File: src/verilog/mvu_arch_pkg.sv
// Architecture sizes and pipeline latencies of the bit-serial matrix-vector unit
package mvu_arch_pkg;

    // Vector geometry
    localparam int N_ELEM = 8;              // Elements per vector
    localparam int MAX_PREC = 4;            // Largest operand precision in bits

    // Plane memories
    localparam int MEM_DEPTH = 16;          // Planes per memory
    localparam int MEM_RD_LATENCY = 1;      // Address to read data

    // Popcount stage
    localparam int VVP_STAGES = 1;          // Registers inside the vector product

    // Address to accumulator update, the last cycle is the accumulator itself
    localparam int PIPE_DEPTH = MEM_RD_LATENCY + VVP_STAGES + 1;

    // Datapath widths
    localparam int ACC_W = 16;              // Signed accumulator
    localparam int TERM_W = 5;              // Popcount of 8 plus sign

endpackage

File: src/verilog/mvu_job_pkg.sv
// Job-level vector types and controller state encoding of the matrix-vector unit
package mvu_job_pkg;

    import mvu_arch_pkg::*;

    // One bit plane, bit k belongs to element k
    typedef logic [N_ELEM-1:0] plane_t;

    // Plane memory address, wraps modulo the depth
    typedef logic [$clog2(MEM_DEPTH)-1:0] addr_t;

    // Precision as the real bit count 1..MAX_PREC
    typedef logic [$clog2(MAX_PREC+1)-1:0] prec_t;

    // Bit index inside one precision
    typedef logic [$clog2(MAX_PREC)-1:0] bitidx_t;

    // Signed plane-pair term and the signed accumulator
    typedef logic signed [TERM_W-1:0] term_t;
    typedef logic signed [ACC_W-1:0] acc_t;

    // Job controller states
    typedef enum logic {
        IDLE,
        RUN
    } ctrl_state_t;

endpackage

File: src/verilog/mvu_agu.sv
// Zig-zag bit-plane address generator for the data and weight memories
`timescale 1ns/1ps

module mvu_agu (
    input  logic                clk,
    input  logic                rst_n,
    input  logic                clr,
    input  logic                en,
    input  mvu_job_pkg::prec_t  iprec,
    input  mvu_job_pkg::prec_t  wprec,
    input  mvu_job_pkg::addr_t  ibase,
    input  mvu_job_pkg::addr_t  wbase,
    output mvu_job_pkg::addr_t  iaddr,
    output mvu_job_pkg::addr_t  waddr,
    output logic                imsb,
    output logic                wmsb,
    output logic                first,
    output logic                shift,
    output logic                last
);
    import mvu_job_pkg::*;

    bitidx_t               wb_q;
    bitidx_t               ib_q;
    logic                  fresh_q;         // Sitting on the opening pair
    bitidx_t               wtop;
    bitidx_t               itop;
    bitidx_t               wb;
    bitidx_t               ib;
    bitidx_t               wb_nxt;
    bitidx_t               ib_nxt;
    logic [$bits(prec_t)-1:0] sig;          // Significance wb + ib
    logic [$bits(prec_t)-1:0] sig_nxt;
    logic                  at_last;

    assign wtop = bitidx_t'(wprec - 1);
    assign itop = bitidx_t'(iprec - 1);

    // Precisions are latched after clr, so the opening pair comes from them directly
    assign wb = fresh_q ? wtop : wb_q;
    assign ib = fresh_q ? itop : ib_q;

    assign sig     = {1'b0, wb} + {1'b0, ib};
    assign at_last = (wb == '0) && (ib == '0);

    always_comb begin
        sig_nxt = sig - 1'b1;
        if (ib != itop && wb != '0) begin
            wb_nxt = wb - 1'b1;                // Same significance, next lower wb
            ib_nxt = ib + 1'b1;
        end else if (sig_nxt > {1'b0, wtop}) begin
            wb_nxt = wtop;                      // Lower significance, top weight bit
            ib_nxt = bitidx_t'(sig_nxt - {1'b0, wtop});
        end else begin
            wb_nxt = bitidx_t'(sig_nxt);
            ib_nxt = '0;
        end
    end

    always_ff @(posedge clk or negedge rst_n) begin
        if (!rst_n) begin
            fresh_q <= 1'b1;
            wb_q    <= '0;
            ib_q    <= '0;
        end else if (clr) begin
            fresh_q <= 1'b1;
        end else if (en && !at_last) begin
            fresh_q <= 1'b0;
            wb_q    <= wb_nxt;
            ib_q    <= ib_nxt;
        end
    end

    assign iaddr = ibase + addr_t'(ib);     // Wraps modulo the depth
    assign waddr = wbase + addr_t'(wb);
    assign imsb  = (ib == itop);
    assign wmsb  = (wb == wtop);

    // A pair opens its significance when wb is at its ceiling
    assign first = en && fresh_q;
    assign shift = en && !fresh_q && (wb == wtop || ib == '0);
    assign last  = en && at_last;

endmodule

File: src/verilog/mvu_ctrl.sv
// Job controller that latches the job settings, runs the plane walk and flags completion
`timescale 1ns/1ps

module mvu_ctrl (
    input  logic                clk,
    input  logic                rst_n,
    input  logic                start,
    input  mvu_job_pkg::prec_t  iprec,
    input  mvu_job_pkg::prec_t  wprec,
    input  mvu_job_pkg::addr_t  ibase,
    input  mvu_job_pkg::addr_t  wbase,
    input  logic                isigned,
    input  logic                wsigned,
    input  logic                last,
    input  logic                done,
    output logic                run,
    output logic                agu_clr,
    output mvu_job_pkg::prec_t  iprec_q,
    output mvu_job_pkg::prec_t  wprec_q,
    output mvu_job_pkg::addr_t  ibase_q,
    output mvu_job_pkg::addr_t  wbase_q,
    output logic                isigned_q,
    output logic                wsigned_q,
    output logic                busy,
    output logic                irq
);
    import mvu_job_pkg::*;

    ctrl_state_t state_q;
    logic        accept;                    // Start taken for a new job
    logic        drain_q;                   // Pipeline still emptying
    logic        irq_q;

    assign accept  = start && !busy;       // Starts during a job are dropped
    assign agu_clr = accept;
    assign run     = (state_q == RUN);
    assign busy    = run || drain_q;
    assign irq     = irq_q || done;        // Rises in the done cycle itself

    always_ff @(posedge clk or negedge rst_n) begin
        if (!rst_n) begin
            state_q <= IDLE;
        end else begin
            case (state_q)
                IDLE: if (accept) state_q <= RUN;
                RUN:  if (last) state_q <= IDLE;
                default: state_q <= IDLE;
            endcase
        end
    end

    // Drain lasts from the closing pair until the delayed done comes back
    always_ff @(posedge clk or negedge rst_n) begin
        if (!rst_n) begin
            drain_q <= 1'b0;
            irq_q   <= 1'b0;
        end else begin
            if (run && last) begin
                drain_q <= 1'b1;
            end else if (done) begin
                drain_q <= 1'b0;
            end
            if (done) begin
                irq_q <= 1'b1;
            end else if (accept) begin
                irq_q <= 1'b0;                 // Cleared by the next job
            end
        end
    end

    // Job settings, only sampled with an accepted start
    always_ff @(posedge clk) begin
        if (accept) begin
            iprec_q   <= iprec;
            wprec_q   <= wprec;
            ibase_q   <= ibase;
            wbase_q   <= wbase;
            isigned_q <= isigned;
            wsigned_q <= wsigned;
        end
    end

endmodule

File: src/verilog/mvu_delay.sv
// Clearable shift register that delays one control bit by N cycles
`timescale 1ns/1ps

module mvu_delay #(
    parameter int N = 1
) (
    input  logic clk,
    input  logic rst_n,
    input  logic in,
    output logic out
);
    logic [N-1:0] stage_q;

    always_ff @(posedge clk or negedge rst_n) begin
        if (!rst_n) begin
            stage_q <= '0;
        end else begin
            stage_q[0] <= in;
            for (int k = 1; k < N; k++) begin
                stage_q[k] <= stage_q[k-1];
            end
        end
    end

    assign out = stage_q[N-1];

endmodule

File: src/verilog/mvu_plane_mem.sv
// Bit-plane memory with a host write port and a registered read port
`timescale 1ns/1ps

module mvu_plane_mem #(
    parameter int DEPTH = mvu_arch_pkg::MEM_DEPTH
) (
    input  logic                clk,
    input  logic                wr_en,
    input  mvu_job_pkg::addr_t  wr_addr,
    input  mvu_job_pkg::plane_t wr_word,
    input  mvu_job_pkg::addr_t  rd_addr,
    output mvu_job_pkg::plane_t rd_word
);
    import mvu_job_pkg::*;

    plane_t mem [DEPTH];

    always_ff @(posedge clk) begin
        if (wr_en) begin
            mem[wr_addr] <= wr_word;           // Host plane write
        end
    end

    // One cycle read latency
    always_ff @(posedge clk) begin
        rd_word <= mem[rd_addr];
    end

endmodule

File: src/verilog/mvu_shacc.sv
// Shift-accumulator that folds plane-pair terms into the dot product
`timescale 1ns/1ps

module mvu_shacc (
    input  logic                clk,
    input  logic                rst_n,
    input  mvu_job_pkg::term_t  term,
    input  logic                acc_en,
    input  logic                load,
    input  logic                shift,
    input  logic                done,
    output mvu_job_pkg::acc_t   result
);
    import mvu_job_pkg::*;

    acc_t acc_q;
    acc_t result_q;

    always_ff @(posedge clk or negedge rst_n) begin
        if (!rst_n) begin
            acc_q <= '0;
        end else if (acc_en) begin
            if (load) begin
                acc_q <= acc_t'(term);                     // Opening pair
            end else if (shift) begin
                acc_q <= (acc_q <<< 1) + acc_t'(term);     // Significance dropped
            end else begin
                acc_q <= acc_q + acc_t'(term);
            end
        end
    end

    always_ff @(posedge clk or negedge rst_n) begin
        if (!rst_n) begin
            result_q <= '0;
        end else if (done) begin
            result_q <= acc_q;
        end
    end

    // The finished sum is already in acc_q during the done cycle
    assign result = done ? acc_q : result_q;

endmodule

File: src/verilog/mvu_top.sv
// Matrix-vector unit top level joining the job controller and the bit-serial datapath
`timescale 1ns/1ps

module mvu_top (
    input  logic                clk,
    input  logic                rst_n,
    input  logic                wrd_en,
    input  mvu_job_pkg::addr_t  wrd_addr,
    input  mvu_job_pkg::plane_t wrd_word,
    input  logic                wrw_en,
    input  mvu_job_pkg::addr_t  wrw_addr,
    input  mvu_job_pkg::plane_t wrw_word,
    input  logic                start,
    input  mvu_job_pkg::prec_t  iprec,
    input  mvu_job_pkg::prec_t  wprec,
    input  mvu_job_pkg::addr_t  ibase,
    input  mvu_job_pkg::addr_t  wbase,
    input  logic                isigned,
    input  logic                wsigned,
    output mvu_job_pkg::acc_t   result,
    output logic                done,
    output logic                irq,
    output logic                busy
);
    import mvu_arch_pkg::*;
    import mvu_job_pkg::*;

    logic    run;
    logic    agu_clr;
    prec_t   iprec_q;
    prec_t   wprec_q;
    addr_t   ibase_q;
    addr_t   wbase_q;
    logic    isigned_q;
    logic    wsigned_q;
    addr_t   iaddr;
    addr_t   waddr;
    logic    imsb;
    logic    wmsb;
    logic    first;
    logic    shift;
    logic    last;
    plane_t  iplane;
    plane_t  wplane;
    logic    imsb_d;                        // Aligned with read data
    logic    wmsb_d;
    term_t   term;
    logic    acc_en;                        // Aligned with the term
    logic    load;
    logic    shift_d;

    mvu_ctrl ctrl (
        .clk       (clk),
        .rst_n     (rst_n),
        .start     (start),
        .iprec     (iprec),
        .wprec     (wprec),
        .ibase     (ibase),
        .wbase     (wbase),
        .isigned   (isigned),
        .wsigned   (wsigned),
        .last      (last),
        .done      (done),
        .run       (run),
        .agu_clr   (agu_clr),
        .iprec_q   (iprec_q),
        .wprec_q   (wprec_q),
        .ibase_q   (ibase_q),
        .wbase_q   (wbase_q),
        .isigned_q (isigned_q),
        .wsigned_q (wsigned_q),
        .busy      (busy),
        .irq       (irq)
    );

    mvu_agu agu (
        .clk   (clk),
        .rst_n (rst_n),
        .clr   (agu_clr),
        .en    (run),
        .iprec (iprec_q),
        .wprec (wprec_q),
        .ibase (ibase_q),
        .wbase (wbase_q),
        .iaddr (iaddr),
        .waddr (waddr),
        .imsb  (imsb),
        .wmsb  (wmsb),
        .first (first),
        .shift (shift),
        .last  (last)
    );

    mvu_plane_mem #(.DEPTH(MEM_DEPTH)) dmem (
        .clk     (clk),
        .wr_en   (wrd_en),
        .wr_addr (wrd_addr),
        .wr_word (wrd_word),
        .rd_addr (iaddr),
        .rd_word (iplane)
    );

    mvu_plane_mem #(.DEPTH(MEM_DEPTH)) wmem (
        .clk     (clk),
        .wr_en   (wrw_en),
        .wr_addr (wrw_addr),
        .wr_word (wrw_word),
        .rd_addr (waddr),
        .rd_word (wplane)
    );

    // MSB flags follow the memory read
    mvu_delay #(.N(MEM_RD_LATENCY)) imsb_dly (.clk(clk), .rst_n(rst_n), .in(imsb), .out(imsb_d));
    mvu_delay #(.N(MEM_RD_LATENCY)) wmsb_dly (.clk(clk), .rst_n(rst_n), .in(wmsb), .out(wmsb_d));

    mvu_vvp vvp (
        .clk     (clk),
        .rst_n   (rst_n),
        .iplane  (iplane),
        .wplane  (wplane),
        .imsb_d  (imsb_d),
        .wmsb_d  (wmsb_d),
        .isigned (isigned_q),
        .wsigned (wsigned_q),
        .term    (term)
    );

    // Accumulator controls follow memory and popcount
    mvu_delay #(.N(MEM_RD_LATENCY + VVP_STAGES)) run_dly (
        .clk(clk), .rst_n(rst_n), .in(run), .out(acc_en)
    );
    mvu_delay #(.N(MEM_RD_LATENCY + VVP_STAGES)) first_dly (
        .clk(clk), .rst_n(rst_n), .in(first), .out(load)
    );
    mvu_delay #(.N(MEM_RD_LATENCY + VVP_STAGES)) shift_dly (
        .clk(clk), .rst_n(rst_n), .in(shift), .out(shift_d)
    );

    // Done returns once the closing pair has been accumulated
    mvu_delay #(.N(PIPE_DEPTH)) done_dly (.clk(clk), .rst_n(rst_n), .in(last), .out(done));

    mvu_shacc shacc (
        .clk    (clk),
        .rst_n  (rst_n),
        .term   (term),
        .acc_en (acc_en),
        .load   (load),
        .shift  (shift_d),
        .done   (done),
        .result (result)
    );

endmodule

File: src/verilog/mvu_vvp.sv
// Bit-plane vector product of AND, popcount and sign correction, one register deep
`timescale 1ns/1ps

module mvu_vvp (
    input  logic                clk,
    input  logic                rst_n,
    input  mvu_job_pkg::plane_t iplane,
    input  mvu_job_pkg::plane_t wplane,
    input  logic                imsb_d,
    input  logic                wmsb_d,
    input  logic                isigned,
    input  logic                wsigned,
    output mvu_job_pkg::term_t  term
);
    import mvu_arch_pkg::*;
    import mvu_job_pkg::*;

    plane_t              hits;
    logic [TERM_W-2:0]   cnt;               // 0..N_ELEM
    logic                neg;

    assign hits = iplane & wplane;

    // An MSB plane of a signed operand has negative weight
    assign neg = (isigned && imsb_d) ^ (wsigned && wmsb_d);

    always_comb begin
        cnt = '0;
        for (int k = 0; k < N_ELEM; k++) begin
            cnt = cnt + hits[k];
        end
    end

    always_ff @(posedge clk or negedge rst_n) begin
        if (!rst_n) begin
            term <= '0;
        end else begin
            term <= neg ? -term_t'(cnt) : term_t'(cnt);
        end
    end

endmodule
File: config.mk
export PLATFORM = sky130hd
export DESIGN_NAME = mvu_top
export DESIGN_NICKNAME = d
export VERILOG_FILES = /design/src/verilog/mvu_arch_pkg.sv /design/src/verilog/mvu_job_pkg.sv /design/src/verilog/mvu_agu.sv /design/src/verilog/mvu_ctrl.sv /design/src/verilog/mvu_delay.sv /design/src/verilog/mvu_plane_mem.sv /design/src/verilog/mvu_shacc.sv /design/src/verilog/mvu_top.sv /design/src/verilog/mvu_vvp.sv
export SDC_FILE = /design/constraint.sdc
export NUM_CORES = 1
export LEC_CHECK = 0
export BUFFER_PORTS_ARGS = -buffer_cell sky130_fd_sc_hd__buf_2
export CAP_MARGIN = 5
export CORE_MARGIN = 10
export CORE_UTILIZATION = 35
export CTS_CLUSTER_DIAMETER = 150
export DETAILED_ROUTE_END_ITERATION = 10
export SLEW_MARGIN = 25
export SYNTH_ARGS = -nofsm -noshare
export SYNTH_HDL_FRONTEND = slang
export SYNTH_HIERARCHICAL = 1
export SYNTH_SLANG_ARGS = --single-unit
File: constraint.sdc
create_clock -name clk -period 4 [get_ports clk]
set_clock_uncertainty 0.05 [all_clocks]
set_input_delay 0.4 -clock clk [delete_from_list [all_inputs] [get_ports clk]]
set_output_delay 0.4 -clock clk [all_outputs]
set_load 0.02 [all_outputs]
==> summary.md <==
| Metric | Value |
|---|---|
| Synth Cell Area | 15200 sq um |
| CTS Sinks | 342 |
| Postcts setup bufs | 0 |
| RSZ-0062 raised after global routing | no |
| Gate Count Post-Synth | 926 |
| Period utilisation layout | 89.0% |
| CP Cell Sequence | and2_1 -> fa_1 -> inv_1 -> fa_1 -> inv_1 -> fa_1 -> ha_1 -> fa_1 -> inv_1 -> ha_1 -> mux2_2 |
| Fin cells | 1627 |
| Mapped Nets | 1011 |
| Hold slack | 0.0589 ns |
| Die width | 228 microns |
| Met3 wire len | 1360 microns |
| Largest net degree at the start of global routing | 34 |
| Worst setup SP type | flip-flop |
| Final Wtd Congestion | 0.826 |
| Max VDD drop | 402 uV |
| Num CTS Buffers | 37 |
| CP endpoint kind | flip-flop |
| Outcome | completed |
| Cells after DPL | 1546 |
| Max Fclk | 281 MHz |
| Worst stage delay on the critical path | 0.56 ns |
| DRT iter0 DRCs | 502 |
| NumNets Final | 1099 |
| Fin crit period | 3.56 ns |
| Grt ovf | 0 |
| Via Count | 8228 |
| Worst path slowest cell | fa_1 |
| # setup viols final | 0 |
| Worst slack, placed | 0.463 ns |
| Drt drc | 0 |
| Ports | 64 |
| Setup ws final | 0.439 ns |
| Die Y | 228 microns |
| I/O Buffers | 61 |
| Final WL | 31400 microns |
| Critical Path AT | 3.93 ns |
| Largest fanout on the critical path | 2 |
| Setup tns final | 0 ns |
| Clock transition at the registers of the reported paths | 0.06 ns |
| Routed len/inst | 19.3 microns |
| Wire length on met2 | 15500 microns |
| Leakage | 6.26 nW |
| Highest Signal Layer | met4 |
| Rows | 76 |
| CP top delay family | adder cells |
| Layout cells sized above 1 | 22.6% |
| Root buf cell | clkbuf_16 |
| M1 wire length | 13600 microns |
| Final slew viol count | 0 |
| Ys Warns | 6 |
| Max Cap Violations | 0 |
| Measured slew at the worst slew-check pin | 0.971 ns |
| CTS tree | yes |
| Starting Density | 35.3% |
| Post-route ant nets | 0 |
| Hold Crit Class | in -> reg |
| # H-tree levels | 2 |
| Critical path type | reg -> reg |
| Worst-skew pair later-pin latency | 0.53 ns |
| Full die area | 52100 sq um |
| Most used cell, CP | fa_1 |
| Crit path buf inv count | 3 |
| Relative max-transition margin | 35.0% |
| Vias in the first global route | 8576 |
| WP data required | 4.37 ns |
| Fin. Hold Viols | 0 |
| Vias per cell | 5.06 |
| Max Root-Sink Buffers | 3 |
| GRT Util Overall | 12.0% |
| Initial antenna violation count | 0 |
| P&R area growth vs syn | 14.4% |
| Core area | 43000 sq um |
| Diodes inserted | 0 |
| PD cells | 834 nW/um^2 |
| First-pass GRT wire length | 49500 microns |
| DR pass1 iterations | 5 |
| Syn Area/Cell | 16.4 sq um |
| Detail Placement HPWL | 20900 microns |
==> worst register-to-register path: stages (launching register included) <==
cell     delay, ns
dfxtp_1       0.29
and2_1        0.16
fa_1          0.53
inv_1         0.06
fa_1          0.48
inv_1         0.05
fa_1          0.43
ha_1          0.23
fa_1          0.56
inv_1         0.06
ha_1          0.28
mux2_2        0.26
==> metrics by stage <==
step	utilization (%)	instance area [sq um]	power, mW
after global placement	37.3	16000	11.2
after detailed placement	37.3	16000	11.3
after floorplan	-	15200	9.89
after CTS	40.4	17400	14.7
after global routing	40.4	17400	15.5
final	40.4	17400	14.5
==> worst paths after layout <==
path	end	cells after the start	slack (ns)	start
min reg2reg	shift_dly/stage_q[1]$_DFF_PN0_	0	0.30	shift_dly/stage_q[0]$_DFF_PN0_
max reg2reg	vvp/term[1]$_DFF_PN0_	11	0.44	dmem/rd_word[3]$_DFF_P_
min	ctrl/wbase_q[0]$_DFFE_PP_	1	0.06	wbase[0]
max in group asynchronous	shacc/result_q[4]$_DFF_PN0_	3	2.65	rst_n
max	vvp/term[1]$_DFF_PN0_	11	0.44	dmem/rd_word[3]$_DFF_P_
min in group asynchronous	shacc/result_q[12]$_DFF_PN0_	2	0.43	rst_n
==> state kept, by name, indices dropped and copies added (netlist names), 3 cells and up <==
name	cells
shacc/result_q	16
wmem/mem	128
vvp/term	5
dmem/mem	128
done_dly/stage_q	3
shacc/acc_q	16
wmem/rd_word	8
ctrl/wbase_q	4
ctrl/ibase_q	4
dmem/rd_word	8
==> area by class of cell <==
| type | instances | area [sq um] |
|---|---|---|
| Fill cell | 3904 | 25600 |
| Sequential cell | 342 | 9830 |
| Multi-Input combinational cell | 511 | 4910 |
| Clock buffer | 47 | 1040 |
| Tap cell | 585 | 732 |
| Timing Repair Buffer | 89 | 576 |
| Clock inverter | 20 | 168 |
| Inverter | 33 | 124 |
==> routing by layer <==
layer / vias to the layer above / global-route usage, %
li1: 3825 / -
met2: 175 / 20.1
met5: - / 0
met1: 4171 / 15.2
met4: 0 / 4.56
met3: 57 / 2.21
==> layout by cell type (no fill, tap or decap), types with 11 or more instances in the layout <==
cell type      count
nand2_1           48
mux2i_1           11
dfxtp_1           16
xnor2_1           18
buf_4             12
mux4_1            28
dfrtp_1           55
buf_2             61
nor3_1            11
clkbuf_16         39
and2_1            11
mux2_2            18
inv_1             33
mux4_2            36
a22oi_1           33
edfxtp_1         270
a21oi_1           28
ha_1              31
o21ai_0           20
nor2_1            46
dlygate4sd3_1     14
==> report_power, final <==
group	switching, mW	total (mW)	internal (mW)
Combinational	3.50	6.46	2.95
Sequential	0.387	4.71	4.33
Clock	1.35	3.33	1.97
==> timing repair <==
item | 4_1_cts | 5_1_grt
gates resized for setup | 0 | 0
hold buffers | 14 | 0
hold endpoints to repair | 44 | 0
No activity file was read; power rests on OpenSTA's default activity.
